### src/design/cpu8_pkg.sv
package cpu8_pkg;

  // datapath widths
  localparam int data_w  = 8;
  localparam int addr_w  = 8;
  localparam int paddr_w = 12;

  // alu operation codes
  localparam logic [3:0] op_load_a = 4'h0;
  localparam logic [3:0] op_load_b = 4'h1;
  localparam logic [3:0] op_inc    = 4'h2;
  localparam logic [3:0] op_dec    = 4'h3;
  localparam logic [3:0] op_asl    = 4'h4;
  localparam logic [3:0] op_lsr    = 4'h5;
  localparam logic [3:0] op_rol    = 4'h6;
  localparam logic [3:0] op_ror    = 4'h7;
  localparam logic [3:0] op_or     = 4'h8;
  localparam logic [3:0] op_and    = 4'h9;
  localparam logic [3:0] op_xor    = 4'ha;
  localparam logic [3:0] op_zero   = 4'hb;
  localparam logic [3:0] op_add    = 4'hc;
  localparam logic [3:0] op_sub    = 4'hd;
  localparam logic [3:0] op_adc    = 4'he;
  localparam logic [3:0] op_sbb    = 4'hf;

  // destination field of compute instructions
  localparam logic [1:0] dest_a   = 2'b00;
  localparam logic [1:0] dest_b   = 2'b01;
  localparam logic [1:0] dest_ip  = 2'b10;
  localparam logic [1:0] dest_nop = 2'b11;

  // fixed single-byte instructions
  localparam logic [7:0] insn_swap  = 8'h81;
  localparam logic [7:0] insn_clc   = 8'h88;
  localparam logic [7:0] insn_reset = 8'hbf;

  // first instruction fetched after a restart
  localparam logic [addr_w-1:0] reset_vector = 8'h80;

  // apb address map
  // 0x000..0x0ff map straight onto the memory bytes
  localparam logic [paddr_w-1:0] mem_top    = 12'h0ff;
  localparam logic [paddr_w-1:0] reg_ctrl   = 12'h100;
  localparam logic [paddr_w-1:0] reg_stores = 12'h104;

  // reg_ctrl layout
  localparam int ctrl_run_bit = 0;

endpackage

### src/design/alu.sv
`timescale 1ns/1ps

module alu (
  input  logic [cpu8_pkg::data_w-1:0] a,
  input  logic [cpu8_pkg::data_w-1:0] b,
  input  logic [3:0]                  aluop,
  input  logic                        carry,
  output logic [cpu8_pkg::data_w:0]   y
);
  import cpu8_pkg::*;

  logic [data_w:0] a_x;
  logic [data_w:0] b_x;
  logic [data_w:0] c_x;

  // zero-extended operands, bit 8 catches carry or borrow
  assign a_x = {1'b0, a};
  assign b_x = {1'b0, b};
  assign c_x = {{data_w{1'b0}}, carry};

  always_comb begin
    case (aluop)
      op_load_a: y = a_x;
      op_load_b: y = b_x;
      op_inc:    y = a_x + 9'd1;
      op_dec:    y = a_x - 9'd1;
      // shifts and rotates, outgoing bit lands in y[8]
      op_asl:    y = {a, 1'b0};
      op_lsr:    y = {a[0], 1'b0, a[data_w-1:1]};
      op_rol:    y = {a, carry};
      op_ror:    y = {a[0], carry, a[data_w-1:1]};
      op_or:     y = {1'b0, a | b};
      op_and:    y = {1'b0, a & b};
      op_xor:    y = {1'b0, a ^ b};
      op_zero:   y = '0;
      op_add:    y = a_x + b_x;
      op_sub:    y = a_x - b_x;
      // carry and borrow chained in from the flag
      op_adc:    y = a_x + b_x + c_x;
      op_sbb:    y = a_x - b_x - c_x;
      default:   y = '0;
    endcase
  end

endmodule

### src/design/cpu_core.sv
`timescale 1ns/1ps

module cpu_core (
  input  logic                        clk,
  input  logic                        reset,
  input  logic                        run,
  input  logic [cpu8_pkg::data_w-1:0] mem_rdata,
  output logic [cpu8_pkg::addr_w-1:0] mem_addr,
  output logic [cpu8_pkg::data_w-1:0] mem_wdata,
  output logic                        mem_we
);
  import cpu8_pkg::*;

  typedef enum logic [2:0] {
    st_reset,
    st_select,
    st_decode,
    st_compute,
    st_read_ip
  } state_t;

  state_t            state;
  logic [addr_w-1:0] ip;
  logic [data_w-1:0] a;
  logic [data_w-1:0] b;
  logic [data_w-1:0] opcode;
  logic [data_w-1:0] alu_b;
  logic [data_w:0]   y;
  logic              carry;
  logic              zero;
  logic              write_q;
  logic              branch_taken;
  logic [3:0]        aluop;
  logic [1:0]        opdest;

  assign aluop  = opcode[3:0];
  assign opdest = opcode[5:4];

  // immediate and read [B] forms take the operand from memory
  assign alu_b = opcode[6] ? mem_rdata : b;

  // branch test on the opcode byte being decoded
  assign branch_taken = (mem_rdata[0] && (mem_rdata[1] == carry)) ||
                        (mem_rdata[2] && (mem_rdata[3] == zero));

  // a pending store is dropped once the host stops the core
  assign mem_we = write_q & run;

  alu u_alu (
    .a     (a),
    .b     (alu_b),
    .aluop (aluop),
    .carry (carry),
    .y     (y)
  );

  always_ff @(posedge clk) begin
    if (reset || !run) begin
      state   <= st_reset;
      write_q <= 1'b0;
      carry   <= 1'b0;
      zero    <= 1'b0;
    end else begin
      case (state)
        st_reset: begin
          ip      <= reset_vector;
          write_q <= 1'b0;
          state   <= st_select;
        end
        st_select: begin
          mem_addr <= ip;
          ip       <= ip + 8'd1;
          write_q  <= 1'b0;
          state    <= st_decode;
        end
        st_decode: begin
          opcode <= mem_rdata;
          casez (mem_rdata)
            8'b00??????: begin
              state <= st_compute;
            end
            // immediate operand is the next byte
            8'b01??????: begin
              mem_addr <= ip;
              ip       <= ip + 8'd1;
              state    <= st_compute;
            end
            8'b11??????: begin
              mem_addr <= b;
              state    <= st_compute;
            end
            // store A into the low 16 bytes
            8'b1001????: begin
              mem_addr  <= {4'b0000, mem_rdata[3:0]};
              mem_wdata <= a;
              write_q   <= 1'b1;
              state     <= st_select;
            end
            insn_clc: begin
              carry <= 1'b0;
              state <= st_select;
            end
            insn_swap: begin
              a     <= b;
              b     <= a;
              state <= st_select;
            end
            8'b1010????: begin
              if (branch_taken) begin
                mem_addr <= ip;
                state    <= st_read_ip;
              end else begin
                state <= st_select;
              end
              // step over the target byte either way
              ip <= ip + 8'd1;
            end
            default: begin
              state <= st_reset;
            end
          endcase
        end
        st_compute: begin
          case (opdest)
            dest_a:   a  <= y[data_w-1:0];
            dest_b:   b  <= y[data_w-1:0];
            dest_ip:  ip <= y[data_w-1:0];
            dest_nop: ;
            default:  ;
          endcase
          // only shift and arithmetic groups touch carry
          if (aluop[2]) begin
            carry <= y[data_w];
          end
          zero  <= ~|y[data_w-1:0];
          state <= st_select;
        end
        st_read_ip: begin
          ip    <= mem_rdata;
          state <= st_select;
        end
        default: begin
          state <= st_reset;
        end
      endcase
    end
  end

endmodule

### src/design/code_mem.sv
`timescale 1ns/1ps

module code_mem (
  input  logic                        clk,
  // processor port
  input  logic [cpu8_pkg::addr_w-1:0] mem_addr,
  input  logic [cpu8_pkg::data_w-1:0] mem_wdata,
  input  logic                        mem_we,
  output logic [cpu8_pkg::data_w-1:0] mem_rdata,
  // host port
  input  logic [cpu8_pkg::addr_w-1:0] host_addr,
  input  logic [cpu8_pkg::data_w-1:0] host_wdata,
  input  logic                        host_we,
  output logic [cpu8_pkg::data_w-1:0] host_rdata
);
  import cpu8_pkg::*;

  logic [data_w-1:0] mem [2**addr_w];

  // both read ports answer in the same cycle
  assign mem_rdata  = mem[mem_addr];
  assign host_rdata = mem[host_addr];

  // host writes only land while the core is stopped
  always_ff @(posedge clk) begin
    if (mem_we) begin
      mem[mem_addr] <= mem_wdata;
    end else if (host_we) begin
      mem[host_addr] <= host_wdata;
    end
  end

endmodule

### src/design/apb_host_port.sv
`timescale 1ns/1ps

module apb_host_port (
  input  logic                         clk,
  input  logic                         reset,
  // apb slave
  input  logic                         psel,
  input  logic                         penable,
  input  logic                         pwrite,
  input  logic [cpu8_pkg::paddr_w-1:0] paddr,
  input  logic [cpu8_pkg::data_w-1:0]  pwdata,
  output logic [cpu8_pkg::data_w-1:0]  prdata,
  output logic                         pready,
  output logic                         pslverr,
  // store watch and memory host port
  input  logic                         mem_we,
  input  logic [cpu8_pkg::data_w-1:0]  host_rdata,
  output logic                         run,
  output logic [cpu8_pkg::addr_w-1:0]  host_addr,
  output logic [cpu8_pkg::data_w-1:0]  host_wdata,
  output logic                         host_we
);
  import cpu8_pkg::*;

  logic              access;
  logic              is_mem;
  logic              is_ctrl;
  logic              is_stores;
  logic              refused;
  logic              ctrl_wr;
  logic [data_w-1:0] store_count;

  assign access    = psel & penable;
  assign is_mem    = (paddr <= mem_top);
  assign is_ctrl   = (paddr == reg_ctrl);
  assign is_stores = (paddr == reg_stores);

  // memory is locked while running, anything unmapped errors
  assign refused = (is_mem & run) | ~(is_mem | is_ctrl | is_stores);

  // no wait states
  assign pready  = 1'b1;
  assign pslverr = access & refused;

  assign ctrl_wr = access & pwrite & is_ctrl;

  assign host_addr  = paddr[addr_w-1:0];
  assign host_wdata = pwdata;
  assign host_we    = access & pwrite & is_mem & ~run;

  always_comb begin
    prdata = '0;
    if (!refused) begin
      if (is_mem) begin
        prdata = host_rdata;
      end else if (is_ctrl) begin
        prdata[ctrl_run_bit] = run;
      end else begin
        prdata = store_count;
      end
    end
  end

  always_ff @(posedge clk) begin
    if (reset) begin
      run         <= 1'b0;
      store_count <= '0;
    end else begin
      if (ctrl_wr) begin
        run <= pwdata[ctrl_run_bit];
      end
      // starting a run restarts the count
      if (ctrl_wr && pwdata[ctrl_run_bit]) begin
        store_count <= '0;
      end else if (mem_we) begin
        store_count <= store_count + 8'd1;
      end
    end
  end

endmodule

### src/design/cpu8_top.sv
`timescale 1ns/1ps

module cpu8_top (
  input  logic                         clk,
  input  logic                         reset,
  input  logic                         psel,
  input  logic                         penable,
  input  logic                         pwrite,
  input  logic [cpu8_pkg::paddr_w-1:0] paddr,
  input  logic [cpu8_pkg::data_w-1:0]  pwdata,
  output logic [cpu8_pkg::data_w-1:0]  prdata,
  output logic                         pready,
  output logic                         pslverr
);

  logic                        run;
  logic [cpu8_pkg::addr_w-1:0] mem_addr;
  logic [cpu8_pkg::data_w-1:0] mem_wdata;
  logic [cpu8_pkg::data_w-1:0] mem_rdata;
  logic                        mem_we;
  logic [cpu8_pkg::addr_w-1:0] host_addr;
  logic [cpu8_pkg::data_w-1:0] host_wdata;
  logic [cpu8_pkg::data_w-1:0] host_rdata;
  logic                        host_we;

  apb_host_port u_host (
    .clk        (clk),
    .reset      (reset),
    .psel       (psel),
    .penable    (penable),
    .pwrite     (pwrite),
    .paddr      (paddr),
    .pwdata     (pwdata),
    .prdata     (prdata),
    .pready     (pready),
    .pslverr    (pslverr),
    .mem_we     (mem_we),
    .host_rdata (host_rdata),
    .run        (run),
    .host_addr  (host_addr),
    .host_wdata (host_wdata),
    .host_we    (host_we)
  );

  cpu_core u_core (
    .clk       (clk),
    .reset     (reset),
    .run       (run),
    .mem_rdata (mem_rdata),
    .mem_addr  (mem_addr),
    .mem_wdata (mem_wdata),
    .mem_we    (mem_we)
  );

  code_mem u_mem (
    .clk        (clk),
    .mem_addr   (mem_addr),
    .mem_wdata  (mem_wdata),
    .mem_we     (mem_we),
    .mem_rdata  (mem_rdata),
    .host_addr  (host_addr),
    .host_wdata (host_wdata),
    .host_we    (host_we),
    .host_rdata (host_rdata)
  );

endmodule

### config.mk
export PLATFORM = sky130hd
export DESIGN_NAME = cpu8_top
export DESIGN_NICKNAME = d
export VERILOG_FILES = /design/src/design/cpu8_pkg.sv /design/src/design/alu.sv /design/src/design/cpu_core.sv /design/src/design/code_mem.sv /design/src/design/apb_host_port.sv /design/src/design/cpu8_top.sv
export SDC_FILE = /design/constraint.sdc
export NUM_CORES = 2
export LEC_CHECK = 0
export ABC_AREA = 1
export BUFFER_PORTS_ARGS = -buffer_cell sky130_fd_sc_hd__buf_2
export CELL_PAD_IN_SITES_DETAIL_PLACEMENT = 1
export CELL_PAD_IN_SITES_GLOBAL_PLACEMENT = 1
export CORE_UTILIZATION = 35
export DETAILED_ROUTE_END_ITERATION = 16
export PLACE_DENSITY = 0.6
export SKIP_LAST_GASP = 1
export SLEW_MARGIN = 20
export SYNTH_ARGS = -nofsm -noshare
export SYNTH_HDL_FRONTEND = slang
export SYNTH_SLANG_ARGS = --single-unit
export TNS_END_PERCENT = 5
### constraint.sdc
create_clock -name clk -period 5.95 [get_ports clk]
set_clock_uncertainty 0.05 [all_clocks]
set_input_delay 0.595 -clock clk [delete_from_list [all_inputs] [get_ports clk]]
set_output_delay 0.595 -clock clk [all_outputs]
set_load 0.05 [all_outputs]
* Word level (Yosys, flattened, before mapping)
Memory sizes are Yosys's and may differ from the RTL's. A register that Yosys moved wholly into a read port is not among the register bits. Cells that the tools add are included.
Word-level totals: bits of input ports 25, output and inout bits 10, memory bits (writable) 2048, memories kept 1, bits in registers 62, logic and storage cells 146
Memories:
- u_mem.mem | words 256, bits a word 8, rd ports 2, clocked after Yosys merged registers in 1, write ports 1, line code_mem.sv:18 | logic [data_w-1:0] mem [2**addr_w];
Cells by class: equality and inequality tests 41, $lt $le $gt $ge 1, reduce and logical (&&, ||, !) cells 31, muxes and demuxes 35, $add $sub $neg 8, bitwise operators 17
Operators with widths (count):
- 9-bit case mux with 16 select lines | 1
- 8-bit two-way mux | 13
- 8-bit case mux with 2 select lines | 3
- 4-bit == test (second input constant) | 10
- 8-bit case mux with 5 select lines | 1
- 8-bit case mux with 4 select lines | 1
- 12-bit by 9-bit == test with 1-bit output (second input constant) | 2
- 3-bit case mux with 3 select lines | 2
- 8-bit by 1-bit adder with 8-bit output (second input constant) | 2
- 4-bit by 3-bit == test with 1-bit output (second input constant) | 4
- 8-bit == test (second input constant) | 2
- 4-bit AND reduction | 4
- 8-bit OR reduction | 2
- 2-bit inequality test (second input constant) | 7
- 12-bit by 8-bit <= comparator with 1-bit output (second input constant) | 1
- 1-bit two-way mux | 10
- 8-bit by 1-bit adder with 9-bit output (second input constant) | 1
- 8-bit by 8-bit adder with 9-bit output | 1
- 9-bit by 1-bit adder with 9-bit output | 1
- 3-bit OR reduction | 3
- 8-bit by 1-bit subtractor with 9-bit output (second input constant) | 1
- 8-bit by 8-bit subtractor with 9-bit output | 1
- 9-bit by 1-bit subtractor with 9-bit output | 1
- 1-bit bitwise AND | 8
- other kinds (30) | 51

* Longest topological paths before layout
word-level depth 9, mapped depth 41, depth with buffers taken out 37

* By module
From an unflattened synthesis, not the netlist that was laid out.
Second synthesis, totals: cells, all modules 12452, area, all modules 109710.2 um^2
By module, submodules not included:
- code_mem | area an instance 103724.5 um^2, cells an instance 11588, instances 1, sequential area each 61499.0 um^2
- cpu_core | area an instance 2580.0 um^2, cells an instance 273, instances 1, sequential area each 1531.5 um^2
- alu | area an instance 2513.7 um^2, cells an instance 465, instances 1, sequential area each 0.0 um^2
- apb_host_port | area an instance 892.1 um^2, cells an instance 126, instances 1, sequential area each 180.2 um^2

* Least setup slack after synthesis
OpenSTA, ideal clock, no wires.
path type input-to-reg, start point input port paddr[9] (netlist bit), end point memory u_mem.mem[0][0] (data pin), data required time 5076 ps, path buffers 0, setup time 824 ps, slack 636 ps, arrival 4441 ps, stages 7, cells stage by stage nor3_1 > inv_1 > nor3_1 > nand2_1 > clkinv_1 > nand2_1 > nand2_1
On the way: longest elaborated chain between the ends 8
Ends and longest elaborated chain:
- start: declaration | line cpu8_top.sv:9 | input logic [cpu8_pkg::paddr_w-1:0] paddr,
- 12-bit by 8-bit <= comparator with 1-bit output | line apb_host_port.sv:34 | assign is_mem = (paddr <= mem_top);
- 1-bit bitwise AND (2 in series) | line apb_host_port.sv:49 | assign host_we = access & pwrite & is_mem & ~run;
- 1-bit two-way mux | line code_mem.sv:28 | end else if (host_we) begin
- 1-bit two-way mux | line code_mem.sv:26 | if (mem_we) begin
- 1-bit two-way mux (implied by the code) | line code_mem.sv:29 | mem[host_addr] <= host_wdata;
- 8-bit OR reduction (no line)
- 8-bit two-way mux (no line)
- end: declaration | line code_mem.sv:18
No other way between the ends.

==> out/summary.txt <==
status: finished clean
sequential-to-total area share from yosys stat: 59.42%
Crit path largest cell delay: 460 ps
total congestion overflow: 0
setup tns final: 0 ps
top cells by area, synth: edfxtp_1 (59%), nand3_1 (11%), nand2_1 (8.4%), o21ai_0 (5.5%), nor2_1 (4.5%)
Die X: 554.0 microns
post-route core utilization: 40.38%
maximum clock frequency: 0.1746 GHz
CTS clk-pin slew, worst paths: 60 ps
first-pass GRT wire length: 678.5 mm
Vias: 94,770
cell taking the most area after synthesis: edfxtp_1
Most used DFF post-synth: edfxtp_1
ys async rst share: 0%
largest net degree at the start of global routing: 152
Initial Util: 35.20%
Power Total: 33,710 uW
CP Capture Type: register
Peak VDD IR: 0.2402 mV
arrival time at the worst endpoint: 6300 ps
maxcap violations: 0
Post-Synth XOR/XNOR Area: 0.1642%
Clock Latency Late Sink: 920 ps
Syn Inst Count: 11,400
non-filler instance count after layout: 15,560
Core Region: 303,000 sq um
Final setup viols: 0
required time worst endpoint: 6520 ps
Yosys warning count: 0
number of distinct library cells after synthesis: 57
WS Path Type: reg2reg
synth cell count leaders: nand2_1 (2,379), nand3_1 (2,266), edfxtp_1 (2,095)
drt pass-1 iters: 5
post-synth top area share: 58.98%
PortBufs: 33
adder-cell area share of the yosys netlist: 0.5138%
DR DRC count: 0
post-route minimum period: 5729 ps
Synth Area in Compound Gates: 11.12%
clk sinks: 2,118
post-route clock period utilization: 96.28%
CTS max path bufs: 4
hpwl dp: 303.2 mm
Die ar.: 306,900 sq um
gr usage total: 29.94%
placed cells: 15,060
DRT antenna net count: 0
Root Driver: clkbuf_16
Slew HR: 22.12%
WL final: 475.9 mm
#FFs+latches synth: 2,118
Syn-to-layout area delta: 14.73%
slowest stage cell, crit path: dfxtp_4
gp weighted congestion: 0.9401
synthesized area: 106,700 sq um
Worst-Margin Slew: 1164 ps
initial antenna violation count: 28
Hold Path Class: in2reg
starting DRC count in detailed routing: 10,230
fin nets: 11,430
IO Count: 35
WL per Instance: 30.59 microns
mux cell area share after synthesis: 0%
TritonCTS Buffers: 262
Leak: 0.04272 uW
Final Hold Viols: 0
crit start category: register
Post-synth EDFFs: 2,095
Die Ht: 554.0 microns
num rows: 202
largest family of logic cells by synthesized area: simple AND/OR/NAND/NOR gates
share of layout cells above drive strength 1: 9.305%
Synth Area in Simple Gates: 23.87%
Via density: 6.092
htree depth: 5
worst-path maximum fanout: 27
vias in the first global route: 96,040
most frequent cell after synthesis: nand2_1
Post-Syn Nets: 11,460
Avg Inst Size Synth: 9.359 sq um
pwr/cell area: 275.5 nW/um^2
max-slew violations: 0
CTS tree: yes
## flip-flops by register name, summed over array words and instances (netlist names), 7 cells and up, named ones only
signal	cells
u_core.a	8
u_core.opcode	7
u_core.mem_addr	8
u_core.ip	8
u_mem.mem	2048
u_core.b	8
u_core.mem_wdata	8
u_host.store_count	8
## critical path: cells and delay by family, from the launching register on
kind                     cells  cell delay, ps
flip-flops                   1             460
AO/OA/AOI/OAI                5             570
XOR/XNOR                     2             470
adder cells (fa/ha/maj)      1             360
AND/OR/NAND/NOR             15            2160
buffers and inverters        6            1240
## timing repair
action,in CTS,in global routing
buffers inserted,0,9
hold endpoints to repair,2,0
setup endpoints to repair,0,17
hold buffers,2,0
resized for setup,0,44
## metrics by stage
step / setup WS (ps) / cell area (sq um) / hold slack [ps]
floorplan: 635.5 / 106700 / 394.7
global placement: 103.9 / 113600 / 415.4
detailed placement: 178.2 / 113600 / 417.4
CTS: 154.2 / 121900 / 53.61
global route: -3.993 / 122300 / 81.26
finish: 221.1 / 122400 / 90.10
## routing by layer
layer | vias up | wire, microns | track usage, %
li1 | 40740 | - | -
met1 | 48850 | 198600 | 40.08
met2 | 4249 | 215700 | 47.13
met3 | 926 | 39440 | 5.656
met4 | 10 | 22000 | 13.28
met5 | - | 80 | 0
## cell families (layout without fill, tap and decap cells)
group           Yosys count  count (layout)
compound gates         2084            2084
fa+ha+maj                42              42
xor+xnor                 20              20
buf+inv                1144            1312
simple gates           5987            5987
other cells               1              14
flops                  2118            2118
## power by group
| group | total [uW] | internal [uW] | switching, uW |
|---|---|---|---|
| clock | 15900 | 9190 | 6700 |
| combinational | 1660 | 408 | 1250 |
| sequential | 16200 | 16200 | 0.0918 |
| total | 33700 | 25800 | 7950 |
## area by class of cell
class	instances	area, sq um
antenna	13	32.53
timing repair buffer	615	6379
sequential	2118	63390
multi-input combinational	8134	38350
inverter	227	934.6
fill	33910	180700
tap	3978	4977
clock inverter	142	1259
clock buffer	327	7033
timing repair inverter	1	11.26
## placed cells by master (no fill, tap or decap), drive strengths merged, types with 18 or more instances in the layout
cell and n:
edfxtp 2095, bufinv 18, clkbuf 331, inv 231, nor2 1291, clkinv 116, nor3 21, nand2 2390
a21oi 284, o21ai 1187, nand3 2267, o211ai 108, o22ai 286, buf 609, o221ai 179, ha 39
dfxtp 23
## worst paths after layout
kind                      start                to  slack [ps]  cells past startpoint
max reg2reg            register      u_core.ip[4]         220                     29
min                   pwdata[0]  u_mem.mem[89][0]          90                      3
min reg2reg  u_core.mem_addr[6]          register         430                      2
max                    register      u_core.ip[4]         220                     29
Power figures use the tool's default switching activity.
